[src/core_defines.svh]
`ifndef CORE_DEFINES_SVH
`define CORE_DEFINES_SVH

// datapath word width
`define DATA_WIDTH 32

// R0..R15 plus the return register
`define NUM_REGS 17

// return / stack register index
`define RET_REG 16

// value the return register takes on reset
`define RET_RESET 1023

// clocks each display digit stays lit
// kept tiny so simulation sees the scan turn over quickly
`define SCAN_DIV 4

`endif

[src/coreTypes_pkg.sv]
`default_nettype none

package coreTypes_pkg;

    `include "core_defines.svh"

    // signed data word as held in the register bank
    typedef logic signed [`DATA_WIDTH-1:0] word_t;

    // register index, wide enough for all banked registers
    typedef logic [$clog2(`NUM_REGS)-1:0] regIdx_t;

    // raw immediate field of the instruction word
    typedef logic [15:0] imm_t;

    // opcode field, bits 31:26
    // values not listed here are illegal and never write
    typedef enum logic [5:0] {
        OP_ADD  = 6'd0,
        OP_SUB  = 6'd1,
        OP_AND  = 6'd2,
        OP_OR   = 6'd3,
        OP_XOR  = 6'd4,
        OP_SLT  = 6'd5,
        OP_ADDI = 6'd8,
        OP_LUI  = 6'd9
    } opcode_e;

    // operation the ALU applies to its operands
    typedef enum logic [2:0] {
        ALU_ADD,
        ALU_SUB,
        ALU_AND,
        ALU_OR,
        ALU_XOR,
        ALU_SLT,
        ALU_LUI
    } aluOp_e;

endpackage

`default_nettype wire

[src/display_pkg.sv]
`default_nettype none

package display_pkg;

    // one hex digit of the display word
    typedef logic [3:0] hexDigit_t;

    // segment drive, active low
    // bit order gfedcba, so bit 0 is segment a
    typedef logic [6:0] segments_t;

    // which of the four digits is lit
    typedef logic [1:0] digitSel_t;

    // scan position, one state per digit
    // encoding equals the digit select value
    typedef enum digitSel_t {
        SCAN_DIG0 = 2'd0,
        SCAN_DIG1 = 2'd1,
        SCAN_DIG2 = 2'd2,
        SCAN_DIG3 = 2'd3
    } scanState_e;

endpackage

`default_nettype wire

[src/regFile_if.sv]
`timescale 1ns/10ps
`default_nettype none

interface regFile_if;

    // read and write indices
    coreTypes_pkg::regIdx_t rs;
    coreTypes_pkg::regIdx_t rt;
    coreTypes_pkg::regIdx_t destReg;

    // write strobe and write-back value
    logic                 wrReg;
    coreTypes_pkg::word_t wrData;

    // combinational read data
    coreTypes_pkg::word_t rdData1;
    coreTypes_pkg::word_t rdData2;

    // decoder side, picks registers and raises the strobe
    modport ctrl (output rs, rt, destReg, wrReg);

    // ALU side, consumes operands and returns the write-back value
    modport exec (input rdData1, rdData2, output wrData);

    // register bank itself
    modport bank (input rs, rt, destReg, wrReg, wrData, output rdData1, rdData2);

endinterface

`default_nettype wire

[src/instrDecoder.sv]
`timescale 1ns/10ps
`default_nettype none

module instrDecoder (
    input  coreTypes_pkg::word_t  instr,
    input  logic                  instrValid,
    regFile_if.ctrl               regs,
    output coreTypes_pkg::aluOp_e aluOp,
    output logic                  useImm,
    output coreTypes_pkg::word_t  immExt
);

    coreTypes_pkg::opcode_e opcode;
    coreTypes_pkg::imm_t    imm;
    logic                   legal;

    // field split
    // rt and imm overlap, the opcode decides which one matters
    assign opcode       = coreTypes_pkg::opcode_e'(instr[31:26]);
    assign regs.destReg = instr[25:21];
    assign regs.rs      = instr[20:16];
    assign regs.rt      = instr[15:11];
    assign imm          = instr[15:0];

    // sign extend to a full word
    assign immExt = coreTypes_pkg::word_t'(signed'(imm));

    // opcode to ALU operation and operand select
    always_comb begin
        legal  = 1'b1;
        useImm = 1'b0;
        aluOp  = coreTypes_pkg::ALU_ADD;
        case (opcode)
            coreTypes_pkg::OP_ADD: begin
                aluOp = coreTypes_pkg::ALU_ADD;
            end
            coreTypes_pkg::OP_SUB: begin
                aluOp = coreTypes_pkg::ALU_SUB;
            end
            coreTypes_pkg::OP_AND: begin
                aluOp = coreTypes_pkg::ALU_AND;
            end
            coreTypes_pkg::OP_OR: begin
                aluOp = coreTypes_pkg::ALU_OR;
            end
            coreTypes_pkg::OP_XOR: begin
                aluOp = coreTypes_pkg::ALU_XOR;
            end
            coreTypes_pkg::OP_SLT: begin
                aluOp = coreTypes_pkg::ALU_SLT;
            end
            // addi is an add against the immediate
            coreTypes_pkg::OP_ADDI: begin
                aluOp  = coreTypes_pkg::ALU_ADD;
                useImm = 1'b1;
            end
            coreTypes_pkg::OP_LUI: begin
                aluOp  = coreTypes_pkg::ALU_LUI;
                useImm = 1'b1;
            end
            // unknown opcode, no write
            default: begin
                legal = 1'b0;
            end
        endcase
    end

    // strobe only for a valid, legal instruction
    // out-of-range destReg is filtered in the bank
    assign regs.wrReg = instrValid && legal;

endmodule

`default_nettype wire

[src/aluUnit.sv]
`timescale 1ns/10ps
`default_nettype none

module aluUnit (
    input  logic                  clk,
    input  logic                  rst,
    regFile_if.exec               regs,
    input  coreTypes_pkg::aluOp_e aluOp,
    input  logic                  useImm,
    input  coreTypes_pkg::word_t  immExt,
    input  logic                  wrReg,
    output coreTypes_pkg::word_t  result,
    output logic                  resultValid
);

    coreTypes_pkg::word_t opA;
    coreTypes_pkg::word_t opB;

    // second operand is the register or the extended immediate
    assign opA = regs.rdData1;
    assign opB = useImm ? immExt : regs.rdData2;

    // write-back value, goes straight to the bank
    always_comb begin
        case (aluOp)
            coreTypes_pkg::ALU_ADD: regs.wrData = opA + opB;
            coreTypes_pkg::ALU_SUB: regs.wrData = opA - opB;
            coreTypes_pkg::ALU_AND: regs.wrData = opA & opB;
            coreTypes_pkg::ALU_OR:  regs.wrData = opA | opB;
            coreTypes_pkg::ALU_XOR: regs.wrData = opA ^ opB;
            // both operands are signed words, so this is a signed compare
            coreTypes_pkg::ALU_SLT: regs.wrData = (opA < opB) ? 1 : 0;
            // immediate into the upper half, rs ignored
            coreTypes_pkg::ALU_LUI: regs.wrData = {immExt[15:0], 16'h0000};
            default:                regs.wrData = '0;
        endcase
    end

    // valid pulse one cycle after the write edge
    always_ff @(posedge clk or posedge rst) begin
        if (rst) begin
            resultValid <= 1'b0;
        end else begin
            resultValid <= wrReg;
        end
    end

    // result holds the last written value between instructions
    always_ff @(posedge clk) begin
        if (wrReg) begin
            result <= regs.wrData;
        end
    end

endmodule

`default_nettype wire

[src/regBank.sv]
`timescale 1ns/10ps
`default_nettype none

`include "core_defines.svh"

module regBank (
    input  logic        clk,
    input  logic        rst,
    regFile_if.bank     regs,
    output logic [15:0] disp
);

    // register shown on the display
    localparam int DISP_REG = 2;

    // R0 has no storage, it reads as zero
    coreTypes_pkg::word_t regArray [1:`NUM_REGS-1];

    // true for an index that maps to real storage
    function automatic logic inRange(input coreTypes_pkg::regIdx_t idx);
        return (idx != 0) && (idx < `NUM_REGS);
    endfunction

    // combinational reads, zero for R0 or out of range
    assign regs.rdData1 = inRange(regs.rs) ? regArray[regs.rs] : '0;
    assign regs.rdData2 = inRange(regs.rt) ? regArray[regs.rt] : '0;

    // write port
    // writes to R0 or beyond the bank are dropped
    always_ff @(posedge clk or posedge rst) begin
        if (rst) begin
            for (int i = 1; i < `NUM_REGS; i++) begin
                regArray[i] <= (i == `RET_REG) ? `RET_RESET : 0;
            end
        end else if (regs.wrReg && inRange(regs.destReg)) begin
            regArray[regs.destReg] <= regs.wrData;
        end
    end

    // display copy of R2, one cycle behind a write
    always_ff @(posedge clk or posedge rst) begin
        if (rst) begin
            disp <= '0;
        end else begin
            disp <= regArray[DISP_REG][15:0];
        end
    end

endmodule

`default_nettype wire

[src/hexDisplayScan.sv]
`timescale 1ns/10ps
`default_nettype none

`include "core_defines.svh"

module hexDisplayScan (
    input  logic                    clk,
    input  logic                    rst,
    input  logic [15:0]             disp,
    output display_pkg::segments_t  seg,
    output logic [3:0]              an
);

    // divider width, at least one bit
    localparam int DIV_W = (`SCAN_DIV > 1) ? $clog2(`SCAN_DIV) : 1;

    logic [DIV_W-1:0]        divCnt;
    logic                    divTick;
    display_pkg::scanState_e state;
    display_pkg::digitSel_t  digitSel;
    display_pkg::hexDigit_t  nibble;

    // end of one digit period
    assign divTick = (divCnt == DIV_W'(`SCAN_DIV - 1));

    always_ff @(posedge clk or posedge rst) begin
        if (rst) begin
            divCnt <= '0;
            state  <= display_pkg::SCAN_DIG0;
        end else if (divTick) begin
            divCnt <= '0;
            // round robin over the four digits
            case (state)
                display_pkg::SCAN_DIG0: state <= display_pkg::SCAN_DIG1;
                display_pkg::SCAN_DIG1: state <= display_pkg::SCAN_DIG2;
                display_pkg::SCAN_DIG2: state <= display_pkg::SCAN_DIG3;
                default:                state <= display_pkg::SCAN_DIG0;
            endcase
        end else begin
            divCnt <= divCnt + 1'b1;
        end
    end

    // digit 0 is the rightmost, low nibble
    assign digitSel = state;
    assign nibble   = disp[digitSel*4 +: 4];

    // one anode low at a time
    assign an = ~(4'b0001 << digitSel);

    // hex glyphs, gfedcba, active low
    always_comb begin
        case (nibble)
            4'h0: seg = 7'b1000000;
            4'h1: seg = 7'b1111001;
            4'h2: seg = 7'b0100100;
            4'h3: seg = 7'b0110000;
            4'h4: seg = 7'b0011001;
            4'h5: seg = 7'b0010010;
            4'h6: seg = 7'b0000010;
            4'h7: seg = 7'b1111000;
            4'h8: seg = 7'b0000000;
            4'h9: seg = 7'b0010000;
            4'hA: seg = 7'b0001000;
            // lower case b and d, so they differ from 8 and 0
            4'hB: seg = 7'b0000011;
            4'hC: seg = 7'b1000110;
            4'hD: seg = 7'b0100001;
            4'hE: seg = 7'b0000110;
            default: seg = 7'b0001110;
        endcase
    end

endmodule

`default_nettype wire

[src/execCore.sv]
`timescale 1ns/10ps
`default_nettype none

module execCore (
    input  logic                   clk,
    input  logic                   rst,
    input  coreTypes_pkg::word_t   instr,
    input  logic                   instrValid,
    output coreTypes_pkg::word_t   result,
    output logic                   resultValid,
    output logic [15:0]            disp,
    output display_pkg::segments_t seg,
    output logic [3:0]             an
);

    // decoder to ALU side channel
    coreTypes_pkg::aluOp_e aluOp;
    logic                  useImm;
    coreTypes_pkg::word_t  immExt;

    // shared register bank bus
    regFile_if regs ();

    // instruction word into indices and operation
    instrDecoder decoder0 (
        .instr      (instr),
        .instrValid (instrValid),
        .regs       (regs.ctrl),
        .aluOp      (aluOp),
        .useImm     (useImm),
        .immExt     (immExt)
    );

    // write-back value and registered result
    aluUnit alu0 (
        .clk         (clk),
        .rst         (rst),
        .regs        (regs.exec),
        .aluOp       (aluOp),
        .useImm      (useImm),
        .immExt      (immExt),
        .wrReg       (regs.wrReg),
        .result      (result),
        .resultValid (resultValid)
    );

    // register storage, also feeds the display word
    regBank bank0 (
        .clk  (clk),
        .rst  (rst),
        .regs (regs.bank),
        .disp (disp)
    );

    // four-digit multiplexed display of R2
    hexDisplayScan scan0 (
        .clk  (clk),
        .rst  (rst),
        .disp (disp),
        .seg  (seg),
        .an   (an)
    );

endmodule

`default_nettype wire

[config.mk]
export PLATFORM = sky130hd
export DESIGN_NAME = execCore
export DESIGN_NICKNAME = d
export VERILOG_FILES = /design/src/coreTypes_pkg.sv /design/src/display_pkg.sv /design/src/regFile_if.sv /design/src/instrDecoder.sv /design/src/aluUnit.sv /design/src/regBank.sv /design/src/hexDisplayScan.sv /design/src/execCore.sv
export VERILOG_INCLUDE_DIRS = /design/src /design/src/src
export SDC_FILE = /design/constraint.sdc
export NUM_CORES = 2
export LEC_CHECK = 0
export CAP_MARGIN = 20
export CORE_MARGIN = 5
export CORE_UTILIZATION = 60
export DETAILED_ROUTE_END_ITERATION = 8
export DONT_BUFFER_PORTS = 1
export PLACE_DENSITY = 0.76
export SYNTH_ARGS = -nofsm -noshare
export SYNTH_HDL_FRONTEND = slang
export SYNTH_SLANG_ARGS = --single-unit
[constraint.sdc]
create_clock -name clk -period 49.6 [get_ports clk]
set_input_delay 9.92 -clock clk [delete_from_list [all_inputs] [get_ports clk]]
set_output_delay 9.92 -clock clk [all_outputs]
set_load 0.05 [all_outputs]
* Word level (Yosys, flattened, before mapping)
Memories as Yosys holds them, arrays and structs flattened. Cells that the tools add are included.
Word-level totals: register bits 565, bits in read-only memories 112, input port bits 35, output and inout bits 60, logic and storage cells 91, memories 1
Operators by class: add/sub/neg operators 3, magnitude comparators 8, eq/ne operators 16, shifts and indexed selects 2, multiplexer cells 19, bitwise logic cells 7, reduce and logical (&&, ||, !) cells 14
Memory list:
- (no name shown) | words 16, width 7, read ports 1, clocked after memory_dff 0, wr ports 0, RTL line hexDisplayScan.sv:53 | case (nibble)
Operators by type and width (number):
- $bwmux 512 | 1
- $bmux 32 s5 | 2
- $mux 32 | 8
- $pmux 32 s7 | 1
- $demux 32 s5 | 1
- $add 32x32->32 | 1
- $and 32x32->32 | 1
- $lt 32x32->1 | 1
- $or 32x32->32 | 1
- $sub 32x32->32 | 1
- $xor 32x32->32 | 1
- $ge 6x6->1 const B | 3
- $not 5->6 | 3
- $pmux 3 s6 | 1
- $shiftx 16x5->4 | 1
- $lt 5x5->1 const B | 3
- $reduce_bool 5->1 | 3
- $eq 6x2->1 const B | 2
- $eq 6x3->1 const B | 2
- $eq 6x4->1 const B | 2
- $eq 3x3->1 const B | 3
- $reduce_or 8->1 | 1
- $eq 3x2->1 const B | 2
- $eq 6x1->1 const B | 1
- other kinds (15) | 23

* Logic depth before layout (Yosys ltp)
word-level depth 10, gate-level depth with buffers 23, depth with buffers taken out 17

* By module
From an unflattened synthesis, not the netlist that was laid out.
Second synthesis, totals: cells, all modules 3009, area, all modules 35725.5 um^2
By module, submodules not included:
- regBank | times used 1, cells an instance 1989, area an instance 27794.2 um^2, sequential area each 13225.2 um^2
- aluUnit | times used 1, cells an instance 899, area an instance 6867.8 um^2, sequential area each 985.9 um^2
- hexDisplayScan | times used 1, cells an instance 62, area an instance 619.3 um^2, sequential area each 100.1 um^2
- instrDecoder | times used 1, cells an instance 59, area an instance 444.2 um^2, sequential area each 0.0 um^2

* Worst setup path before layout
Ideal clock, no wire load.
kind input to register, start point in instr[11], end point reg alu0.result[16], data pin, setup time 0.255 ns, data arrival time 14.572 ns, required time 49.345 ns, path slack 34.773 ns, stages on the path 18, buffers on the path 3, cell sequence buf_2 buf_1 mux4_2 mux4_2 nand2_1 nand3_1 o21a_1 ha_1 fa_1 a211oi_1 o31ai_1 a221o_1 a21oi_2 o311ai_1 a21boi_0 a311oi_2 buf_2 inv_1
On the way: longest elaborated chain between the ends 8, elaborated cells between the ends (all ways) 15, those cells by class 2 x add/sub; 1 x order compare; 6 x mux; 4 x bitwise; 2 x reduce/logical
RTL lines:
- start, declared | RTL line execCore.sv:7 | input coreTypes_pkg::word_t instr,
- $not 5->6 (not written as such) | RTL line regBank.sv:26 | assign regs.rdData2 = inRange(regs.rt) ? regArray[regs.rt] : '0;
- $bmux 32 s5 | RTL line regBank.sv:26
- $mux 32 (not written as such) (2 in series) | RTL line regBank.sv:26
- $mux 32 | RTL line regBank.sv:26
- $mux 32 * | RTL line aluUnit.sv:21 | assign opB = useImm ? immExt : regs.rdData2;
- $sub 32x32->32, or another cell as far along | RTL line aluUnit.sv:27 | coreTypes_pkg::ALU_SUB: regs.wrData = opA - opB;
- $pmux 32 s7 * | RTL line aluUnit.sv:25 | case (aluOp)
- net alu0.regs.wrData[16] | RTL line regFile_if.sv:23 | modport exec (input rdData1, rdData2, output wrData);
- end signal, assigned | RTL line aluUnit.sv:51 | result <= regs.wrData;
- end, declared | RTL line aluUnit.sv:12 | output coreTypes_pkg::word_t result,
Mark *: on every way through the listed nets, which the timed path passes. The rest lies on a longest branch. The select of a mux whose other input is x is not followed. A chain may end at the register's enable or synchronous reset.

* Worst setup path after layout
start point in instr[11], end point reg bank0.regArray[59] in the netlist's numbering
On the way: longest elaborated chain between the ends 9, elaborated cells between the ends (all ways) 16, those cells by class 2 x add/sub; 1 x order compare; 7 x mux; 4 x bitwise; 2 x reduce/logical
RTL lines:
- $not 5->6 (not written as such) | RTL line regBank.sv:26
- $bmux 32 s5 | RTL line regBank.sv:26
- $mux 32 (not written as such) (2 in series) | RTL line regBank.sv:26
- $mux 32 | RTL line regBank.sv:26
- $mux 32 | RTL line aluUnit.sv:21
- $sub 32x32->32, or another cell as far along | RTL line aluUnit.sv:27
- $pmux 32 s7 * | RTL line aluUnit.sv:25
- $bwmux 512 * | RTL line regBank.sv:36 | regArray[regs.destReg] <= regs.wrData;
- end signal, assigned by index | RTL line regBank.sv:33 | regArray[i] <= (i == `RET_REG) ? `RET_RESET : 0;
- end signal, assigned by index | RTL line regBank.sv:36
- end, declared | RTL line regBank.sv:17 | coreTypes_pkg::word_t regArray [1:`NUM_REGS-1];
Every way passes the cells marked *; elsewhere a longest branch is shown, timed or not. The select of a mux whose other input is x is not followed.

==> results_dict.tcl <==
set metrics [dict create \
    status "completed" \
    initial_utilization_pct 60.7 \
    start_kind "input pin" \
    cts_buffers 55 \
    worst-setup-path-type "input pin to flop" \
    syn2layout_area_growth_pct 6.52 \
    tritoncts "done" \
    place_inst 3945 \
    clock_latency_ns 0.61 \
    path_max_fanout 163 \
    vias 28700 \
    core_um2 57900 \
    viasPerCell 7.08 \
    whs_ns 0.455 \
    final-setup-viol-count 0 \
    dp_hpwl_um 76200 \
    first_pass_iters 8 \
    reg2reg_slack_ns 43.50 \
    drv_slew 0 \
    stdcell_count 4054 \
    syn_nets 3543 \
    finalCritPeriodShare_pct 30.8 \
    post_cts_buffers 0 \
    place.port_buffers 0 \
    die_y_um 252 \
    ys_seq_elements 565 \
    die_w_um 252 \
    yosys_warnings 0 \
    drt-initial-drc-count 3637 \
    async_flop_share_pct 94.3 \
    fin_nets 3390 \
    grt_pass1_vias 28700 \
    grtUsageMet1_pct 49.5 \
    holdBufCountCts 0 \
    finalWirelength_um 117000 \
    fin_crit_ns 15.26 \
    drive_gt1_share_pct 19.4 \
    clock-root-buffer "clkbuf_16" \
    num_io_pins 95 \
    num_antenna_cells 0 \
    max_cap_violations 0 \
    drc_errors 0 \
    ant_nets 0 \
    grt_pass1_wl_um 177000 \
    rows 88 \
    fmax_ghz 0.0656 \
    grt_use_met2_pct 55.6 \
    clkSinkCount 565 \
    synth_top_area_share_pct 37.2 \
    clockBufferDepth 3 \
    antenna_found_initial 4 \
    rsz0062_at_grt "false" \
    yosysUniqueCellTypes 97 \
    tightestPinTransition_ns 1.14 \
    fin_skew_ns 0.0189 \
    synth_area_leader_cell "dfrtp_1" \
    htree_levels 2 \
    netlist_area_um2 35100 \
    synth_ff_type "dfrtp_1" \
    synth_edf_count 32 \
    ir_drop_mv 0.0363 \
    grt-busiest-layer "met2" \
    fp.dieArea_um2 63500 \
    yosysMostFrequentCell "dfrtp_1" \
    cp.arrival_ns 15.74 \
    ys_seq_area_share_pct 40.7 \
    grt_start_max_net_pins 164 \
    syn_area_per_cell_um2 10.3 \
    synthCells 3397 \
    hold_viol_final 0 \
    power_leakage_nw 15.9 \
    gp_congestion 0.947 \
    end_kind "flop" \
    p_per_area_nw_per_um2 27.4 \
    wl_per_cell_um 28.8 \
    grtUsageTotal_pct 36.3 \
    met3_usage_pct 11.0 \
    path_clk_slew_ns 0.06 \
    synthTopCellsByCount "dfrtp_1, nand2_1, o21ai_0" \
    cts_resized 0 \
    setup_tns_ns 0 \
    cp.required_ns 50.08 \
    hp-class "flop to flop" \
    overflow 0 \
    slew_headroom_pct 23.8 \
    synthTopCellsByArea "dfrtp_1, mux4_2, o21ai_0" \
]
## kinds of logic (layout without fill, tap and decap cells)
group / after synthesis / in the layout / share of synthesized area, %
AO/OA/AOI/OAI: 951 / 951 / 17.0
buffers and inverters: 440 / 332 / 5.05
multiplexers: 442 / 442 / 22.4
AND/OR/NAND/NOR: 884 / 884 / 10.8
adder cells (fa/ha/maj): 111 / 111 / 3.99
XOR/XNOR: 4 / 4 / 0.0997
flip-flops: 565 / 565 / 40.7
## state kept, by name (all words and copies together) (netlist names)
name              flops
alu0.result          32
bank0.regArray      512
scan0.divCnt          2
scan0.digitSel        2
bank0.disp           16
alu0.resultValid      1
## worst max-delay path, stage by stage
cell and delay (ns):
mux4_2 0.65, mux4_2 0.48, nor2b_1 0.15, a311oi_1 0.34
nor2_1 0.11, ha_1 0.44, nor4_1 0.46, o2111ai_1 0.27
a311oi_1 0.69, o21ai_1 0.30, a31oi_1 0.33, or4b_1 0.16
nand3_1 0.58, mux2_2 0.55
## final cells by class
class	instances	area, um2
Fill cell	4480	20500
Multi-Input combinational cell	2392	19100
Sequential cell	565	14300
Clock buffer	88	1640
Tap cell	765	957
Timing Repair Buffer	81	698
Inverter	149	567
Clock inverter	14	126
## stage by stage
step	util (%)	setup slack [ns]	cell area, um2	power (mW)
3_3_place_gp	61.3	34.02	35500	0.608
2_1_floorplan	-	24.80	35100	0.592
5_1_grt	64.6	34.34	37400	1.06
3_5_place_dp	61.3	33.95	35500	0.612
4_1_cts	64.4	34.59	37300	1.02
6_report	64.6	34.34	37400	1.03
## final timing paths
| path | start | cells past startpoint | end |
|---|---|---|---|
| max | instr[11] | 14 | bank0.regArray[59] |
| min | scan0.divCnt[0] | 1 | scan0.divCnt[0] |
| max reg2reg | bank0.regArray[37] | 14 | alu0.result[26] |
| min reg2reg | scan0.divCnt[0] | 1 | scan0.divCnt[0] |
| max in group asynchronous | rst | 6 | bank0.regArray[179] |
| min in group asynchronous | rst | 1 | bank0.regArray[331] |
## power breakdown
part           internal [mW]  switching (mW)  leakage [nW]  total (mW)
Clock                  0.237           0.180         0.873       0.417
Sequential             0.478          0.0134          7.62       0.491
Combinational         0.0466          0.0713          7.40       0.118
## per-layer routing
layer  vias to the layer above  wire length (um)  part of all wire, %
li1                      12100                 -                    -
met1                     14300             43900                   38
met2                      1799             52500                   45
met3                       410             14600                   13
met4                         8              5580                  4.8
met5                         -                50                0.043
## layout by cell type, fill, tap and decap left out, types with 11 or more instances in the layout
| master | count |
|---|---|
| a211oi_1 | 17 |
| a21o_1 | 14 |
| a21oi_1 | 235 |
| a22o_1 | 61 |
| a311oi_1 | 11 |
| a31oi_1 | 69 |
| and3_1 | 11 |
| buf_4 | 74 |
| clkbuf_1 | 21 |
| clkbuf_16 | 57 |
| dfrtp_1 | 523 |
| edfxtp_1 | 32 |
| ha_1 | 109 |
| inv_1 | 145 |
| mux2_2 | 147 |
| mux2i_1 | 35 |
| mux4_2 | 260 |
| nand2_1 | 433 |
| nand2b_1 | 13 |
| nand3_1 | 38 |
| nand4_1 | 11 |
| nor2_1 | 236 |
| nor2_2 | 14 |
| nor2b_1 | 23 |
| nor3_1 | 40 |
| o211ai_1 | 23 |
| o21a_1 | 24 |
| o21ai_0 | 330 |
| o21ai_1 | 13 |
| o21bai_1 | 12 |
| o31ai_1 | 26 |
(Power assumes the default switching activity.)
